==> config.mk <==
export PLATFORM = sky130hd
export DESIGN_NAME = gamepad_decoder
export DESIGN_NICKNAME = d
export VERILOG_FILES = /design/src/hdl/wav_pkg.sv /design/src/hdl/gamepad_decoder.sv
export SDC_FILE = /design/constraint.sdc
export NUM_CORES = 1
export LEC_CHECK = 0
export ABC_AREA = 1
export BUFFER_PORTS_ARGS = -buffer_cell sky130_fd_sc_hd__buf_2
export CORE_UTILIZATION = 56
export DETAILED_ROUTE_END_ITERATION = 8
export PLACE_DENSITY_LB_ADDON = 0.25
export SKIP_CTS_REPAIR_TIMING = 1
export SLEW_MARGIN = 15
export SYNTH_ARGS = -nofsm -noshare
export SYNTH_HDL_FRONTEND = slang
export SYNTH_SLANG_ARGS = --single-unit
==> constraint.sdc <==
create_clock -name clockFiler -period 1.9 [get_ports clockFiler]
set_input_delay 0.19 -clock clockFiler [delete_from_list [all_inputs] [get_ports clockFiler]]
set_output_delay 0.19 -clock clockFiler [all_outputs]
set_load 0.1 [all_outputs]
==> src/hdl/wav_pkg.sv <==
`default_nettype none

package wav_pkg;

	// Field widths
	localparam int FSIZE_W = 26; // File positions and sizes
	localparam int REQ_ID_W = 4;
	localparam int HOST_ID_W = 16;
	localparam int SEL_W = 4; // Selection index, wraps at 16
	localparam int EVT_W = 11; // 2-bit type over 9-bit code

	// Gamepad event types and codes
	localparam logic [1:0] EVT_AXIS = 2'd0;
	localparam logic [1:0] EVT_PRESS = 2'd2;
	localparam logic [1:0] EVT_RELEASE = 2'd1;
	localparam logic [8:0] AXIS_UP = 9'd511; // Axis at -1
	localparam logic [8:0] AXIS_DOWN = 9'd1;
	localparam logic [8:0] BTN_STOP = 9'd306;
	localparam logic [8:0] BTN_PLAY = 9'd305;

	// Chunk tags as seen in a little-endian shift window
	localparam logic [31:0] TAG_FMT = 32'h20746D66; // "fmt "
	localparam logic [31:0] TAG_DATA = 32'h61746164; // "data"

	// Card host response opcodes
	typedef enum logic [15:0] {
		CARD_READY = 16'd1,
		NB_FILES = 16'd2,
		NAME_CHAR = 16'd3,
		NAME_DONE = 16'd4,
		DATA2 = 16'd5, // Two file bytes
		PLAY_END = 16'd6,
		IDLE = 16'd7,
		FILE_SIZE = 16'd8,
		DATA1 = 16'd9, // One file byte
		DATA4 = 16'd10 // Four file bytes
	} host_op_e;

	// Player request commands
	typedef enum logic [7:0] {
		NONE = 8'd0,
		GET_NB_FILES = 8'd1,
		GET_NAME = 8'd2, // arg1 is the file number
		READ2 = 8'd3,
		CLOSE = 8'd4,
		PENDING = 8'd5,
		GET_SIZE = 8'd6, // Also opens the file
		READ1 = 8'd31,
		READ4 = 8'd34
	} fcmd_e;

	// Header parser verdict per byte
	typedef enum logic [1:0] {
		HDR_CONT = 2'd0,
		HDR_FOUND = 2'd1,
		HDR_FAIL = 2'd2
	} hdr_step_e;

endpackage

`default_nettype wire

==> src/hdl/gamepad_decoder.sv <==
`default_nettype none

module gamepad_decoder (
	input wire clockFiler,
	input wire rst_n,
	input wire evt_valid,
	input wire [wav_pkg::EVT_W-1:0] evt_data,
	input wire busy,
	output logic [wav_pkg::SEL_W-1:0] sel,
	output logic play_req,
	output logic stop_req
);
	import wav_pkg::*;

	logic [1:0] evt_type;
	logic [8:0] evt_code;
	logic [8:0] axis; // Last axis value reported
	logic [8:0] axis_prev;
	logic play_lvl; // Button held
	logic stop_lvl;
	logic play_prev;
	logic stop_prev;

	assign evt_type = evt_data[EVT_W-1:EVT_W-2];
	assign evt_code = evt_data[8:0];

	// Levels follow the event one cycle later
	always_ff @(posedge clockFiler or negedge rst_n) begin
		if (!rst_n) begin
			axis <= '0; // Centered
			play_lvl <= 1'b0;
			stop_lvl <= 1'b0;
		end else if (evt_valid) begin
			case (evt_type)
				EVT_AXIS: axis <= evt_code;
				EVT_PRESS, EVT_RELEASE: begin
					if (evt_code == BTN_PLAY) play_lvl <= (evt_type == EVT_PRESS);
					if (evt_code == BTN_STOP) stop_lvl <= (evt_type == EVT_PRESS);
				end
				default: ; // Other event classes ignored
			endcase
		end
	end

	// Edge detection, pulses and selection step on the same cycle
	always_ff @(posedge clockFiler or negedge rst_n) begin
		if (!rst_n) begin
			axis_prev <= '0;
			play_prev <= 1'b0;
			stop_prev <= 1'b0;
			play_req <= 1'b0;
			stop_req <= 1'b0;
			sel <= '0;
		end else begin
			play_prev <= play_lvl;
			stop_prev <= stop_lvl;
			play_req <= play_lvl & ~play_prev & ~busy; // Ignored while streaming
			stop_req <= stop_lvl & ~stop_prev;
			axis_prev <= axis;
			if (axis != axis_prev) begin
				if (axis == AXIS_UP) sel <= sel - 1'b1; // Wraps to 15
				else if (axis == AXIS_DOWN) sel <= sel + 1'b1;
			end
		end
	end

endmodule

`default_nettype wire

==> results by group <==
Outcome
  • Run status: finished clean

GRT
  • GRT Overall Usage: 22.9%
  • Vias in the first global route: 1121
  • GRT overflow: 0
  • Initial antenna violation count: 0
  • Largest net degree at the start of global routing: 29
  • First-pass GRT wire length: 4670 µm

Final layout
  • Synth-to-Final Area Change: 16.0%
  • Final std cells w/o fill: 250
  • Layout cells sized above 1: 21.4%
  • Final #Nets: 241
  • Finished Core Util: 69.2%
  • Post-route cell area: 1720 µm²
  • Fillers: 208
  • ANT cells: 0

STA
  • Post-layout minimum cycle time: 1.77 ns
  • Slew of the pin with the lowest slew margin: 0.605 ns
  • Hold Vio Cnt, Final: 0
  • Max-slew violation count: 0
  • Clk_skew: 0.00478 ns
  • Max_slew headroom: 59.7%
  • Fmax: 565 MHz
  • Setup TNS: 0 ns
  • Final setup vio count: 0
  • Final Cycle Share: 93.2%

Synth
  • Yosys warns: 0
  • FFs w/ async S/R, synth: 100%
  • Share of the synthesized area in the top cell type: 47.4%
  • Syn_area_per_cell: 7.74 µm²
  • Cell count after synthesis: 191
  • Post-synth top area cell: dfrtp_1
  • Net Count, Synth: 211
  • Top post-synthesis cells by area: dfrtp_1 (47%), nand2_1 (14%), inv_1 (8.4%), nor2_1 (4.1%), ha_1 (3.4%)
  • Distinct cells, synth: 24
  • Number of synthesized flops with an enable pin: 0
  • Register area share after synthesis: 47.4%
  • Top FF cell, synth: dfrtp_1
  • Cell area after synthesis: 1480 µm²
  • FF+latch count, synth: 28

Power
  • Max VDD drop: 0.914 mV
  • Leakage: 0.946 nW
  • PD cells: 1010 nW/µm²
  • Power Total: 1.74 mW

Drt
  • Routed length per instance: 10.8 µm
  • Via density: 4.92
  • DRT iter0 DRCs: 34
  • Routed WL: 2700 µm
  • Post-route DRC: 0
  • First-pass DRT Iterations: 4
  • Vias: 1231
  • Routed Antenna Nets: 0

Clocking
  • CTS tree: yes
  • CTS H-Tree Depth: 1
  • Reg clk slew, reported paths: 0.14 ns
  • Worst-Skew Late Latency: 0.33 ns
  • Root buffer cell: clkbuf_4
  • CTS max path bufs: 2
  • Num CTS Buffers: 3
  • Total clock sinks: 28

Run
  • Number of max-cap violations: 0

Setup path
  • CP Launch Type: register
  • Crit. End Element: register
  • Arr. time, crit path: 2.01 ns
  • CP max FO: 4
  • Crit Path Class: register to register
  • CP required: 2.14 ns

Placed design
  • GPL Wtd Cong: 0.827
  • Dpl cell area: 1630 µm²
  • Port bufs: 20
  • Dpl hpwl: 2070 µm
  • Placed Cells incl. Taps: 242

Floorplan
  • IO Pins: 21
  • Die Wd: 53.4 µm
  • Die Area: 2850 µm²
  • Initial Util: 59.7%
  • Die Y: 53.4 µm
  • Core box area: 2480 µm²
  • Row cnt: 18

Hold path
  • Hold Crit Class: input port to register
registers in the layout (all words and copies together), names as in the netlist:
register   count
axis           9
axis_prev      9
play_lvl       1
play_prev      1
play_req       1
sel            4
stop_lvl       1
stop_prev      1
stop_req       1
synth_stat cells, types with 2 or more instances:
cell and n:
nand3_1 8, inv_1 33, nand4_1 3, xnor2_1 4
nand2_1 57, nand2_2 2, nand3b_1 2, nor2_4 2
nor2_2 3, o21ai_0 9, ha_1 4, nor2_1 16
inv_2 4, dfrtp_1 28, a21oi_1 3, nor3_1 5
per-stage QoR:
step           hold slack, ns  setup slack (ns)
2_1_floorplan          -0.106            0.0221
3_3_place_gp            0.221             0.184
3_5_place_dp            0.235            0.0762
4_1_cts                -0.140            0.0520
5_1_grt                 0.124           -0.0436
6_report                0.119             0.129
worst paths after layout:
check	start	to	slack (ns)	cells past startpoint
max in group asynchronous	rst_n	axis[7]	1.09	2
min reg2reg	play_lvl	play_prev	0.39	0
max	axis[5]	sel[3]	0.13	13
min in group asynchronous	rst_n	axis_prev[8]	0.38	2
min	evt_data[2]	axis[2]	0.12	3
max reg2reg	axis[5]	sel[3]	0.13	13
report_power, final:
part	switching, mW	total, mW	internal, mW	leakage, nW
sequential	0.0815	0.773	0.691	0.325
clock	0.169	0.287	0.117	0.0210
combinational	0.482	0.678	0.195	0.600
total	0.733	1.74	1.00	0.946
cells in the final DEF (no fill, tap or decap):
cell           Yosys  routed
nand2_2            2       2
clkbuf_4           0       3
nand3_1            8       8
ha_1               4       4
a21oi_1            3       3
nor3_2             0       1
nor2_1            16      15
dfrtp_2            0       3
dfrtp_1           28      25
inv_2              4       5
and2_1             1       1
inv_1             33      32
xor2_1             1       1
nand3b_1           2       2
dlygate4sd3_1      0       2
nor3_1             5       4
nor2_4             2       3
fa_1               1       1
xnor2_1            4       4
buf_2              0      20
clkbuf_8           0       1
nor2b_1            1       1
buf_4              1       5
nand4_1            3       3
nand2_1           57      57
o21ai_1            1       1
nor2_2             3       3
o21ai_0            9       9
nand3_2            1       1
critical path, stage by stage, from the launching register on:
cell	delay (ns)
dfrtp_1	0.43
nand2_1	0.11
nor2_4	0.16
nand3_1	0.16
inv_2	0.09
ha_1	0.26
nand2_1	0.07
nand2_1	0.05
nor2_2	0.12
inv_1	0.05
nand2_1	0.06
nand2_1	0.04
nand2_1	0.06
nand2_1	0.04
cell type report:
| cell class | count | area, µm² | area share, % |
|---|---|---|---|
| Clock buffer | 4 | 36.3 | 2.12 |
| Inverter | 37 | 139 | 8.10 |
| Multi-Input combinational cell | 124 | 641 | 37.3 |
| Sequential cell | 28 | 704 | 41.1 |
| Tap cell | 30 | 37.5 | 2.19 |
| Timing Repair Buffer | 27 | 158 | 9.19 |
routing by layer:
layer	share of wire (%)	track usage, %	wire length, µm	vias to the layer above
met2	48	39.2	1290	29
met5	0	0	0	-
met1	46	28.5	1250	564
met3	4.1	3.74	111	5
li1	-	-	-	633
met4	1.6	8.33	42	0
cells by family (layout without fill, tap and decap cells):
family          count (synthesis)  count (layout)  share of synthesized area [%]
buf+inv                        39              68                           10.2
flops                          28              28                           47.4
simple gates                  101             101                           30.4
fa+ha+maj                       5               5                           4.74
compound gates                 13              13                           4.40
xor+xnor                        5               5                           2.96
(Power assumes the default switching activity.)
