**src/hdl/wav_pkg.sv**
```systemverilog
`default_nettype none

package wav_pkg;

	// Field widths
	localparam int FSIZE_W = 26; // File positions and sizes
	localparam int REQ_ID_W = 4;
	localparam int HOST_ID_W = 16;
	localparam int SEL_W = 4; // Selection index, wraps at 16
	localparam int EVT_W = 11; // 2-bit type over 9-bit code

	// Gamepad event types and codes
	localparam logic [1:0] EVT_AXIS = 2'd0;
	localparam logic [1:0] EVT_PRESS = 2'd2;
	localparam logic [1:0] EVT_RELEASE = 2'd1;
	localparam logic [8:0] AXIS_UP = 9'd511; // Axis at -1
	localparam logic [8:0] AXIS_DOWN = 9'd1;
	localparam logic [8:0] BTN_STOP = 9'd306;
	localparam logic [8:0] BTN_PLAY = 9'd305;

	// Chunk tags as seen in a little-endian shift window
	localparam logic [31:0] TAG_FMT = 32'h20746D66; // "fmt "
	localparam logic [31:0] TAG_DATA = 32'h61746164; // "data"

	// Card host response opcodes
	typedef enum logic [15:0] {
		CARD_READY = 16'd1,
		NB_FILES = 16'd2,
		NAME_CHAR = 16'd3,
		NAME_DONE = 16'd4,
		DATA2 = 16'd5, // Two file bytes
		PLAY_END = 16'd6,
		IDLE = 16'd7,
		FILE_SIZE = 16'd8,
		DATA1 = 16'd9, // One file byte
		DATA4 = 16'd10 // Four file bytes
	} host_op_e;

	// Player request commands
	typedef enum logic [7:0] {
		NONE = 8'd0,
		GET_NB_FILES = 8'd1,
		GET_NAME = 8'd2, // arg1 is the file number
		READ2 = 8'd3,
		CLOSE = 8'd4,
		PENDING = 8'd5,
		GET_SIZE = 8'd6, // Also opens the file
		READ1 = 8'd31,
		READ4 = 8'd34
	} fcmd_e;

	// Header parser verdict per byte
	typedef enum logic [1:0] {
		HDR_CONT = 2'd0,
		HDR_FOUND = 2'd1,
		HDR_FAIL = 2'd2
	} hdr_step_e;

endpackage

`default_nettype wire

```
**src/hdl/wav_header_parser.sv**
```systemverilog
`default_nettype none

module wav_header_parser (
	input wire clockFiler,
	input wire rst_n,
	input wire hdr_clear,
	input wire hdr_byte_valid,
	input wire [7:0] hdr_byte,
	input wire [wav_pkg::FSIZE_W-1:0] file_size,
	output wav_pkg::hdr_step_e hdr_step,
	output logic [1:0] channels,
	output logic [wav_pkg::FSIZE_W-1:0] data_size,
	output logic [wav_pkg::FSIZE_W-1:0] data_offset
);
	import wav_pkg::*;

	typedef enum logic [1:0] {
		P_SEEK_FMT,
		P_FMT, // Inside the fmt body
		P_SEEK_DATA,
		P_SIZE // Data size bytes
	} phase_e;

	phase_e phase;
	logic [31:0] window; // Last four bytes, oldest in the low byte
	logic [31:0] win_next;
	logic [FSIZE_W-1:0] pos; // Position of the incoming byte
	logic [2:0] cnt; // Bytes since the last tag
	logic last_byte;
	logic fmt_done;
	logic size_done;

	assign win_next = {hdr_byte, window[31:8]};
	assign last_byte = (pos + 1'b1 >= file_size);
	assign fmt_done = hdr_byte_valid && phase == P_FMT && cnt == 3'd7; // 8th byte after tag
	assign size_done = hdr_byte_valid && phase == P_SIZE && cnt == 3'd3;

	always_ff @(posedge clockFiler or negedge rst_n) begin
		if (!rst_n) begin
			phase <= P_SEEK_FMT;
			window <= '0;
			pos <= '0;
			cnt <= '0;
			hdr_step <= HDR_CONT;
		end else if (hdr_clear) begin
			phase <= P_SEEK_FMT; // New file
			window <= '0;
			pos <= '0;
			cnt <= '0;
			hdr_step <= HDR_CONT;
		end else if (hdr_byte_valid) begin
			window <= win_next;
			pos <= pos + 1'b1;
			cnt <= cnt + 1'b1;
			hdr_step <= last_byte ? HDR_FAIL : HDR_CONT; // One verdict per byte
			case (phase)
				P_SEEK_FMT: if (win_next == TAG_FMT) begin
					phase <= P_FMT;
					cnt <= '0;
				end
				P_FMT: if (fmt_done) begin
					phase <= P_SEEK_DATA;
					cnt <= '0;
				end
				P_SEEK_DATA: if (win_next == TAG_DATA) begin
					phase <= P_SIZE;
					cnt <= '0;
				end
				default: if (size_done) hdr_step <= HDR_FOUND;
			endcase
		end
	end

	// Header fields
	always_ff @(posedge clockFiler) begin
		if (fmt_done) channels <= win_next[17:16]; // Low bits of the 7th byte
		if (size_done) begin
			data_size <= win_next[FSIZE_W-1:0];
			data_offset <= pos + 1'b1; // Audio right after the size
		end
	end

endmodule

`default_nettype wire

```
**config.mk**
```make
export PLATFORM = sky130hd
export DESIGN_NAME = wav_header_parser
export DESIGN_NICKNAME = d
export VERILOG_FILES = /design/src/hdl/wav_pkg.sv /design/src/hdl/wav_header_parser.sv
export SDC_FILE = /design/constraint.sdc
export NUM_CORES = 1
export LEC_CHECK = 0
export ABC_AREA = 1
export BUFFER_PORTS_ARGS = -buffer_cell sky130_fd_sc_hd__buf_2
export CORE_AREA = 4 4 110 112
export DETAILED_ROUTE_END_ITERATION = 12
export DIE_AREA = 0 0 114 116
export PLACE_DENSITY = 0.8
export SETUP_SLACK_MARGIN = 0.15
export SLEW_MARGIN = 20
export SYNTH_ARGS = -nofsm -noshare
export SYNTH_HDL_FRONTEND = slang
export SYNTH_SLANG_ARGS = --single-unit
```
**constraint.sdc**
```tcl
create_clock -name clockFiler -period 2.6 [get_ports clockFiler]
set_clock_uncertainty 0.2 [all_clocks]
set_input_delay 0.39 -clock clockFiler [delete_from_list [all_inputs] [get_ports clockFiler]]
set_output_delay 0.39 -clock clockFiler [all_outputs]
set_load 0.01 [all_outputs]
```
==> impl_metrics.py <==
metrics = {
    "die": {
        "ios": 94,
        "start_util": 0.494,
        "die_w_um": 114,
        "row_count": 39,
        "core_um2": 11200,
        "die-area_um2": 13200,
        "dieHeight_um": 116,
    },
    "place": {
        "dp_hpwl_mm": 10.1,
        "gp_congestion": 1.01,
        "placed_area_um2": 6430,
        "port-buffer-count": 93,
    },
    "synthesis": {
        "synth.net_count": 667,
        "ys_ff_latch": 111,
        "syn_inst": 594,
        "synth_ff_type": "dfrtp_1",
        "yosysWarnings": 0,
        "synth-compound-area-share": 0.0756,
        "ys_types": 37,
        "synth-edff-count": 54,
        "synth.avg_cell_area_um2": 9.34,
        "synth_top_family_by_area": "simple AND/OR/NAND/NOR gates",
        "synthMuxAreaShare": 0,
        "synth-simple-area-share": 0.195,
        "async_reset_ff_frac": 0.514,
        "syn-cell-area_um2": 5550,
        "yosysSeqAreaShare": 0.550,
        "synth-xor-area-share": 0.0187,
        "synth_fa_ha_area_frac": 0.0790,
    },
    "timing": {
        "rsz0062_at_grt": "yes",
        "post-route-period-util": 1.05,
        "slew_headroom": 0.507,
        "worst_slack_ns": -0.129,
        "hold_viol": 0,
        "timing.fmax_mhz": 366,
        "worst_slew_pin_slew_ns": 0.739,
        "layout_min_cycle_time_ns": 2.73,
        "setup_viol": 1,
        "fin_setup_tns_ns": -0.129,
        "drv_slew": 0,
    },
    "routing": {
        "drt-total-wl_mm": 14.4,
        "vias": 4761,
        "first_pass_iters": 6,
        "vias_per_cell": 5.39,
        "ant_nets": 0,
        "wire_per_inst_um": 16.3,
        "drt_iter0_drc": 387,
        "drc_errors": 0,
    },
    "flow_run": {
        "cap_violations": 0,
    },
    "global_route": {
        "grt_pass1_wl_mm": 23.2,
        "antenna_found_initial": 0,
        "grt_start_max_net_pins": 58,
        "grt_use_total": 0.222,
        "grt_pass1_vias": 4856,
        "grt_overflow_total": 0,
    },
    "clock_network": {
        "clock-sinks": 111,
        "h-tree-depth": 3,
        "cts-buffers-inserted": 9,
        "path_clk_slew_ns": 0.08,
        "ctsRootBufferMaster": "clkbuf_16",
        "clk_latency_ns": 0.36,
        "cts_tree": "yes",
        "clockBufferDepth": 2,
    },
    "critical_path": {
        "critPathRequiredTime_ns": 2.71,
        "startpoint": "pos[16]",
        "cp_max_fo": 4,
        "rr_worst_depth": 15,
        "ff2ff_setup_slack_ns": -0.13,
        "rr_startpoint": "pos[16]",
        "crit_cells": 15,
        "cpMostUsedCell": "nand3_1",
        "criticalPathCategory": "flop to flop",
        "cp_slowest_cell": "dfrtp_1",
        "path_delay_family": "simple AND/OR/NAND/NOR gates",
        "cp_num_buf_inv": 1,
        "end_kind": "flop",
        "critPathArrivalTime_ns": 2.84,
        "cpPeakStageDelay_ns": 0.44,
        "path_cells": "inv_1 -> nor3_2 -> nand3_1 -> nor2_1 -> nand3_1 -> and2_1 -> ha_4 -> nand2_4 -> nor3_4 -> nand2_2 -> nor2_2 -> a21oi_2 -> nand3_1 -> nand2_1 -> nand2_1",
        "setup.worst_path.start_class": "flop",
        "reg2reg_to": "hdr_step[1]",
    },
    "power": {
        "powerDensity_nw_per_um2": 526,
        "p_leak_nw": 3.44,
        "vdd_ir_drop_max_mv": 0.352,
    },
    "worst_hold_path": {
        "min_path_type": "input pin to flop",
        "hold_start": "hdr_byte[1]",
        "min_path_cells": 1,
        "worstHoldEndpoint": "data_size[25]",
    },
    "cells_and_area": {
        "drive_gt1_frac": 0.297,
        "stdcell_area_um2": 7030,
        "area_delta_synth_final_pct": 26.7,
        "final_util": 0.626,
        "antenna_cells": 0,
        "nNetsFinal": 808,
    },
    "run_status": {
        "failed_checks": "setup timing",
        "status": "finished, violations left",
    },
}
-- per-layer routing --
metal,vias to the layer above,track usage,share of wire
li1,2205,-,-
met1,2281,0.262,0.38
met2,219,0.392,0.51
met3,56,0.0371,0.065
met4,0,0.115,0.044
met5,-,0,0
-- cell usage in the layout (no fill, tap or decap), drive strengths merged --
master | Yosys | layout
a21o | 3 | 3
a21oi | 11 | 11
a22o | 2 | 2
a31oi | 1 | 1
and2 | 5 | 5
buf | 6 | 139
clkbuf | 4 | 10
clkinv | 1 | 3
dfrtp | 57 | 57
dlygate4sd3 | 0 | 1
edfxtp | 54 | 54
ha | 35 | 35
inv | 108 | 112
nand2 | 136 | 136
nand3 | 35 | 35
nand3b | 1 | 1
nand4 | 4 | 4
nor2 | 50 | 50
nor3 | 9 | 9
nor4 | 2 | 2
o21a | 2 | 2
o21ai | 35 | 35
o21bai | 2 | 2
o22ai | 18 | 18
or2 | 2 | 2
xor2 | 11 | 11
-- cells in the mapped netlist, types with 5 or more instances --
cell / instances / area [µm²]
edfxtp_1: 54 / 1620
o22ai_1: 18 / 113
nor3_1: 8 / 40.0
o21ai_0: 32 / 160
and2_1: 5 / 31.3
a21oi_1: 11 / 55.1
inv_1: 105 / 394
ha_1: 35 / 438
xor2_1: 10 / 87.6
dfrtp_1: 57 / 1430
nand2_1: 129 / 484
nor2_1: 45 / 169
nand3_1: 34 / 170
nand2_2: 6 / 37.5
-- where the power goes --
| part | internal, mW | switching [mW] | total (mW) |
|---|---|---|---|
| clock | 0.679 | 0.689 | 1.37 |
| sequential | 1.88 | 0.0472 | 1.93 |
| combinational | 0.145 | 0.253 | 0.398 |
| total | 2.71 | 0.989 | 3.69 |
-- layout make-up --
cell class | count | area, µm²
Fill cell | 877 | 4200
Clock inverter | 6 | 62.6
Tap cell | 143 | 179
Sequential cell | 111 | 3050
Multi-Input combinational cell | 364 | 2270
Clock buffer | 10 | 229
Inverter | 109 | 409
Timing Repair Buffer | 140 | 821
-- registers in the layout, indices dropped and copies added (netlist names) --
| signal | flops |
|---|---|
| data_size | 26 |
| channels | 2 |
| data_offset | 26 |
| cnt | 3 |
| window | 24 |
| hdr_step | 2 |
| phase | 2 |
| pos | 26 |
-- cells by family after synthesis --
family                   count (synthesis)
buffers and inverters                  119
flip-flops                             111
XOR/XNOR                                11
adder cells (fa/ha/maj)                 35
AND/OR/NAND/NOR                        244
AO/OA/AOI/OAI                           74
-- through the flow --
stage	std cells	total power, mW	hold WS, ns	setup slack (ns)
after CTS	879	3.71	0.0118	-0.0104
after detailed placement	855	2.34	0.240	-0.162
after floorplan	594	2.19	-0.106	0.149
after global routing	883	3.85	0.0143	-0.271
final	883	3.69	0.0149	-0.129
after global placement	855	2.30	0.235	-0.0760
-- timing repair --
item	CTS	global route
hold buffers	1	0
endpoints found under the hold margin	1	0
gates resized for setup	43	5
pin swaps	16	10
setup endpoints to repair	1	1
setup buffers	7	4
-- worst max path at each step --
stage | end | slack, ns
2_1_floorplan | hdr_step[1] | 0.15
3_3_place_gp | hdr_step[1] | -0.08
3_5_place_dp | hdr_step[1] | -0.16
4_1_cts | hdr_step[1] | -0.01
5_1_grt | hdr_step[1] | -0.27
6_report | hdr_step[1] | -0.13
-- worst reg2reg max path, stage by stage, from the launching register on --
cell	delay, ns
dfrtp_1	0.44
inv_1	0.11
nor3_2	0.28
nand3_1	0.11
nor2_1	0.14
nand3_1	0.14
and2_1	0.23
ha_4	0.28
nand2_4	0.06
nor3_4	0.18
nand2_2	0.10
nor2_2	0.13
a21oi_2	0.08
nand3_1	0.08
nand2_1	0.06
nand2_1	0.06
No activity file was read; power rests on OpenSTA's default activity.
