===== src/hdl/sample_fifo.sv =====
`default_nettype none

module sample_fifo #(
	parameter int FIFO_DEPTH = 16
) (
	input wire clockFiler,
	input wire rst_n,
	input wire wr,
	input wire [31:0] wr_data,
	input wire rd,
	output logic [31:0] rd_data,
	output logic full,
	output logic empty
);

	localparam int AW = $clog2(FIFO_DEPTH);
	localparam int CW = $clog2(FIFO_DEPTH + 1); // Holds 0 to FIFO_DEPTH

	logic [31:0] mem [FIFO_DEPTH];
	logic [AW-1:0] wr_ptr;
	logic [AW-1:0] rd_ptr;
	logic [CW-1:0] count;
	logic do_wr;
	logic do_rd;

	assign full = (count == CW'(FIFO_DEPTH));
	assign empty = (count == '0);
	assign do_wr = wr & ~full; // Write on full is dropped
	assign do_rd = rd & ~empty;
	assign rd_data = mem[rd_ptr]; // Head shown ahead of the pop

	always_ff @(posedge clockFiler) begin
		if (do_wr) mem[wr_ptr] <= wr_data;
	end

	always_ff @(posedge clockFiler or negedge rst_n) begin
		if (!rst_n) begin
			wr_ptr <= '0;
			rd_ptr <= '0;
			count <= '0;
		end else begin
			if (do_wr) wr_ptr <= (wr_ptr == AW'(FIFO_DEPTH - 1)) ? '0 : wr_ptr + 1'b1;
			if (do_rd) rd_ptr <= (rd_ptr == AW'(FIFO_DEPTH - 1)) ? '0 : rd_ptr + 1'b1;
			case ({do_wr, do_rd})
				2'b10: count <= count + 1'b1;
				2'b01: count <= count - 1'b1;
				default: ; // Both or neither
			endcase
		end
	end

endmodule

`default_nettype wire


===== config.mk =====
export PLATFORM = sky130hd
export DESIGN_NAME = sample_fifo
export DESIGN_NICKNAME = d
export VERILOG_FILES = /design/src/hdl/sample_fifo.sv
export SDC_FILE = /design/constraint.sdc
export NUM_CORES = 1
export LEC_CHECK = 0
export BUFFER_PORTS_ARGS = -buffer_cell sky130_fd_sc_hd__buf_2
export CAP_MARGIN = 20
export CORE_MARGIN = 2
export CORE_UTILIZATION = 60
export DETAILED_ROUTE_END_ITERATION = 6
export GPL_TIMING_DRIVEN = 0
export PLACE_DENSITY = 0.77
export SLEW_MARGIN = 20
export SYNTH_ARGS = -nofsm -noshare
export SYNTH_HDL_FRONTEND = slang
export SYNTH_SLANG_ARGS = --single-unit
export TNS_END_PERCENT = 50

===== constraint.sdc =====
create_clock -name clockFiler -period 6.6 [get_ports clockFiler]
set_input_delay 0.66 -clock clockFiler [delete_from_list [all_inputs] [get_ports clockFiler]]
set_output_delay 0.66 -clock clockFiler [all_outputs]
set_load 0.01 [all_outputs]

==> results of run 1 <==
## state kept, by name, indices dropped and copies added, names as in the netlist
name	flops
rd_ptr	4
count	5
mem	512
wr_ptr	4
## kinds of logic after synthesis
group                      Yosys count
DFF                                525
muxes                              129
AOI/OAI and AO/OA                   83
and+or+nand+nor                     83
buffers and inverters               55
adders and majority gates           10
xor gates and xnor gates             5
## cell type report
class                      instances  area (um^2)  share of cell area
sequential                       525        15700              0.6774
multi-input combinational        310         4078              0.1759
clock buffer                      63         1321             0.05701
timing repair buffer             104        904.6             0.03903
tap                              442        553.0             0.02386
clock inverter                    30        304.0             0.01312
buffer                            49        292.8             0.01263
inverter                           6        22.52           0.0009718
## worst max-delay path, cell delays in order, from the launching register on
cell and delay, ps:
dfrtp_1 380, buf_2 170, buf_4 200, nand2_1 270
clkbuf_1 670, o22ai_1 270, nor2_1 170, buf_2 150
## routing by layer
metal | vias to the layer above | share of wire | track usage
met5 | - | 0.00027 | 0
met4 | 2 | 0.030 | 0.08883
met3 | 96 | 0.075 | 0.04251
met2 | 549 | 0.52 | 0.4519
met1 | 5206 | 0.38 | 0.3607
li1 | 4079 | - | -
## layout by cell type (no fill, tap or decap), drive strengths merged, types with 4 or more instances in the layout
master    n
edfxtp  512
buf     136
mux4    128
clkbuf   79
o22ai    64
nor2     45
clkinv   21
nand2    16
dfrtp    13
ha        9
o21ai     8
inv       7
bufinv    6
nor3      6
nand2b    5
xnor2     5
a21o      4
## final timing paths
kind                                     to       from  slack (ps)
worst min register to register     count[2]   count[2]         560
min in group asynchronous          count[3]      rst_n         530
worst min-delay path              rd_ptr[3]         rd         450
worst max-delay path            rd_data[20]  rd_ptr[0]        3090
worst max register to register     count[4]   count[1]        3550
max in group asynchronous          count[2]      rst_n        5810
## metrics by stage
step	power, W	instance area (um^2)	setup WS, ps	util	cells
final	0.009958	23180	3093	0.7087	1529
after global routing	0.01032	23180	3028	0.7087	1529
after CTS	0.01001	23180	3108	0.7087	1529
after detailed placement	0.007129	21540	3476	0.6587	1435
after global placement	0.006938	20880	106.9	0.6385	1401
after floorplan	0.006052	19980	2760	-	890
## cells in the mapped netlist, drive strengths merged (2+ instances only)
library cell / count / share of area
buf: 33 / 0.012
nor3: 6 / 0.0015
xnor2: 5 / 0.0022
dfrtp: 13 / 0.016
inv: 6 / 0.0011
nand2b: 5 / 0.0016
nand2: 16 / 0.0030
clkbuf: 16 / 0.0030
nand3: 3 / 0.00075
mux4: 128 / 0.14
a21oi: 2 / 0.00050
edfxtp: 512 / 0.77
nor4: 2 / 0.00063
o22ai: 64 / 0.020
nor2: 45 / 0.0085
a21o: 4 / 0.0015
ha: 9 / 0.0056
o21ai: 8 / 0.0026
## what timing repair did
action / CTS / global route
endpoints found under the hold margin: 6 / 0
setup endpoints to repair: 0 / 0
hold buffers: 1 / 0
## where the power goes
part	total [W]	internal, W	switching [W]	leakage, nW
logic	0.00300	0.00130	0.00170	1.90
clock network	0.00286	0.00165	0.00120	0.805
registers	0.00410	0.00399	0.000109	4.78
==> results.py, run 1 <==
metrics = {
    "global_route": {
        "grt_util_all_layers": 0.2664,
        "grt_pass1_vias": 10367,
        "grt_max_degree": 21,
        "grt_antenna_before_repair": 1,
        "globalRouteOverflowTotal": 0,
        "grt_first_pass_wirelength_um": 67390,
    },
    "clock_network": {
        "clock_sinks": 525,
        "clock_latency_ps": 560,
        "ctsResizeCount": 0,
        "cts_buffers": 50,
        "cts_tree": "built",
        "post-cts-setup-buffers": 0,
        "htree_levels": 2,
        "clkTransAtPathRegs_ps": 60,
        "root_buffer": "clkbuf_16",
        "clock_path_buffers": 3,
    },
    "layout": {
        "area_growth_pct": 15.98,
        "nets": 1092,
        "antenna_cells": 0,
        "nFillCells": 1868,
        "layout-drive-gt1-share": 0.3284,
    },
    "critical_path": {
        "cp.required_ps": 5940,
        "cp-start-kind": "flip-flop",
        "setup.worst_path.end_class": "output port",
        "worstSetupPathType": "reg2out",
        "ff2ff_path_depth": 8,
        "worstPathArrival_ps": 2850,
        "cp_max_fo": 10,
    },
    "logic_synthesis": {
        "ys_types": 36,
        "synth_fp_nets": 936,
        "synth_xor_area_frac": 0.002191,
        "synth_top_family_by_area": "multiplexers",
        "async_flop_share": 0.02476,
        "netlist_instances": 890,
        "synth-simple-area-share": 0.01822,
        "ys_warn_count": 0,
        "synth_edf_count": 512,
        "synth-seq-cells": 525,
        "syn_area_um2": 19980,
        "ys.flop_type": "edfxtp_1",
        "synth-compound-area-share": 0.02667,
        "ys_seq_area_frac": 0.7857,
        "syn_avg_cell_area_um2": 22.45,
        "synth_fa_ha_area_frac": 0.006637,
        "muxShareOfSynthArea": 0.1448,
    },
    "floorplan": {
        "ioPinCount": 70,
        "initial_core_util": 0.6111,
        "die_h_um": 186.5,
        "rows": 66,
        "design.die.area_um2": 34780,
        "core_area_um2": 32700,
        "die_x_um": 186.5,
    },
    "route": {
        "wl_per_cell_um": 29.61,
        "initialDrtViolationCount": 996,
        "ant_nets": 0,
        "vias_per_cell": 6.496,
        "vias": 9932,
        "drc": 0,
        "drtPass1Iterations": 5,
        "drt_wl_total_um": 45270,
    },
    "sta": {
        "hold_ws_ps": 451.7,
        "slew_viol_final": 0,
        "fin_crit_ps": 3507,
        "skew_ps": 17.37,
        "rsz0062_at_grt": "false",
        "setup_viol": 0,
        "finalHoldViolations": 0,
        "min_period_over_period": 0.5313,
        "worst_slew_pin_slew_ps": 1044,
        "max_freq_ghz": 0.2852,
        "fin_setup_tns_ps": 0,
        "slew_headroom": 0.3041,
    },
    "pwr": {
        "power.static_leakage_nw": 7.484,
        "powerDensity_nw_per_um2": 429.7,
        "max-vdd-ir-drop_mv": 0.2739,
    },
    "placement": {
        "numPortBuffers": 69,
        "dp_hpwl_um": 26650,
        "gp_congestion": 0.7474,
    },
    "flow_run": {
        "max_cap_viol_count": 0,
    },
    "hold_path": {
        "min_path_cells": 3,
        "min_path_type": "in2reg",
    },
    "outcome": {
        "status": "completed",
    },
}
Note: power is estimated with default switching activity, not from simulation.
==> inputs of run 2 (changes only) <==
- clock period: 6.6 -> 3.6 ns (I/O delays scaled with it)
==> run 2 against run 1 <==
Compared with the run above:
- register-to-register slack got worse by 3100 ps
- sequential cell count unchanged
- sequential share of layout area about the same
- clock power increased by 83%
- largest cell class unchanged
==> results.py, run 2 (synthesis results as in run 1) <==
metrics = {
    "outcome": {
        "status": "completed",
    },
    "hold_path": {
        "min_to": "rd_ptr[3]",
        "min_path_type": "in2reg",
        "min_path_cells": 3,
        "worstHoldStart": "rd",
    },
    "critical_path": {
        "worstPathArrival_ps": 2910,
        "setup.worst_path.end_class": "output port",
        "ff2ff_path_depth": 8,
        "cp-start-kind": "flip-flop",
        "cp.required_ps": 3240,
        "r2r-end": "count[4]",
        "cp_max_fo": 10,
        "cp_slowest_cell": "clkbuf_1",
        "slowest_delay_ps": 650,
        "path_cells": "buf_2 -> buf_4 -> nand2_1 -> clkbuf_1 -> o22ai_1 -> nor2_1 -> buf_2",
        "reg2reg_from": "count[0]",
        "r2r_setup_slack_ps": 500,
        "crit_top_cell": "buf_2",
        "worstSetupPathType": "reg2out",
    },
    "route": {
        "drt_wl_total_um": 44050,
        "ant_nets": 0,
        "top_layer": "met5",
        "wl_met3_um": 3539,
        "drtPass1Iterations": 5,
        "wl_per_cell_um": 28.88,
        "vias": 9890,
        "initialDrtViolationCount": 1179,
        "wl_met1_um": 16940,
        "dr_wl_met2_um": 22350,
        "vias_per_cell": 6.485,
        "drc": 0,
    },
    "layout": {
        "layout_commonest_cell": "edfxtp_1",
        "reg_top3": "mem: 512 flops, count: 5 flops",
        "max_flop_register": "mem",
        "mostFrequentLayoutCells": "edfxtp_1, mux4_2, buf_2, o22ai_1, clkbuf_16",
        "largest_reg_flops": 512,
        "area_growth_pct": 15.92,
        "layout-drive-gt1-share": 0.3262,
        "nets": 1087,
    },
    "global_route": {
        "globalRouteOverflowTotal": 0,
        "grt_pass1_vias": 10146,
        "grt_antenna_before_repair": 2,
        "grt_first_pass_wirelength_um": 65520,
        "grt_util_all_layers": 0.2590,
        "grt_max_degree": 21,
    },
    "pwr": {
        "power.total_w": 0.01824,
        "powerDensity_nw_per_um2": 787.5,
        "power.static_leakage_nw": 7.472,
        "max-vdd-ir-drop_mv": 0.5531,
    },
    "sta": {
        "worst_slew_pin_slew_ps": 1019,
        "rsz0062_at_grt": "false",
        "slew_viol_final": 0,
        "setup_viol": 0,
        "finalHoldViolations": 0,
        "min_period_over_period": 0.9077,
        "skew_ps": 15.56,
        "fin_crit_ps": 3268,
        "fin_setup_tns_ps": 0,
        "slew_headroom": 0.3208,
        "max_freq_ghz": 0.3060,
    },
    "clock_network": {
        "clkTransAtPathRegs_ps": 60,
        "root_buffer": "clkbuf_16",
        "ctsResizeCount": 0,
        "post-cts-setup-buffers": 0,
        "clock_sinks": 525,
        "clock_latency_ps": 560,
        "cts_buffers": 50,
        "clock_path_buffers": 3,
        "cts_tree": "built",
        "htree_levels": 2,
    },
    "placement": {
        "dp_hpwl_um": 26500,
        "gp_congestion": 0.7522,
        "numPortBuffers": 69,
    },
    "floorplan": {
        "rows": 66,
        "core_area_um2": 32700,
        "initial_core_util": 0.6111,
        "design.die.area_um2": 34780,
        "die_x_um": 186.5,
        "ioPinCount": 70,
        "die_h_um": 186.5,
    },
    "flow_run": {
        "max_cap_viol_count": 0,
    },
}
## run 2: worst max path at each step
| stage | start | endpoint | slack [ps] | cells past startpoint |
|---|---|---|---|---|
| 6_report | rd_ptr[0] | rd_data[20] | 330 | 7 |
| 3_5_place_dp | count[1] | count[4] | 590 | 8 |
| 5_1_grt | rd_ptr[0] | rd_data[8] | 230 | 7 |
| 4_1_cts | rd_ptr[0] | rd_data[20] | 370 | 7 |
| 3_3_place_gp | count[0] | mem[1][13] | -2600 | 5 |
| 2_1_floorplan | count[0] | mem[1][0] | -80 | 5 |
## run 2: layout make-up
type / count / area, um^2
flip-flops and latches: 525 / 15700
fillers: 1898 / 9538
multi-input cells: 310 / 4090
clock buffers: 56 / 1295
repair buffers: 99 / 873.3
well taps: 442 / 553.0
clock inverters: 37 / 334.1
plain buffers: 49 / 292.8
inverters: 6 / 22.52
diodes: 1 / 2.502
## run 2: metrics by stage
| stage | hold WS [ps] | util | std cells | setup slack (ps) | cell area, um^2 |
|---|---|---|---|---|---|
| after floorplan | 64.41 | - | 890 | -79.91 | 19990 |
| after global placement | 278.8 | 0.6389 | 1401 | -2602 | 20890 |
| after detailed placement | 288.2 | 0.6581 | 1430 | 592.0 | 21520 |
| after CTS | 126.2 | 0.7083 | 1524 | 366.2 | 23160 |
| after global routing | 167.7 | 0.7083 | 1525 | 233.6 | 23160 |
| final | 140.3 | 0.7083 | 1525 | 332.4 | 23160 |
## run 2: worst max-delay path, delay by kind of cell (launching register included)
kind | cells | cell delay, ps
simple gates | 2 | 510
buf+inv | 4 | 1210
compound gates | 1 | 240
flops | 1 | 390
## run 2: per-layer routing
layer / GRT usage / vias up
met5: 0 / -
met4: 0.08059 / 2
met3: 0.04589 / 98
met2: 0.4356 / 545
met1: 0.3535 / 5179
li1: - / 4066
## run 2: timing repair
| item | in CTS | in global routing |
|---|---|---|
| hold buffers | 1 | 0 |
| hold endpoints to repair | 13 | 0 |
| endpoints found under the setup margin | 0 | 0 |
## run 2: where the power goes
group / total (W) / switching (W) / internal, W
logic: 0.00550 / 0.00314 / 0.00236
clock network: 0.00524 / 0.00222 / 0.00302
registers: 0.00750 / 0.000183 / 0.00732
total: 0.0182 / 0.00554 / 0.0127
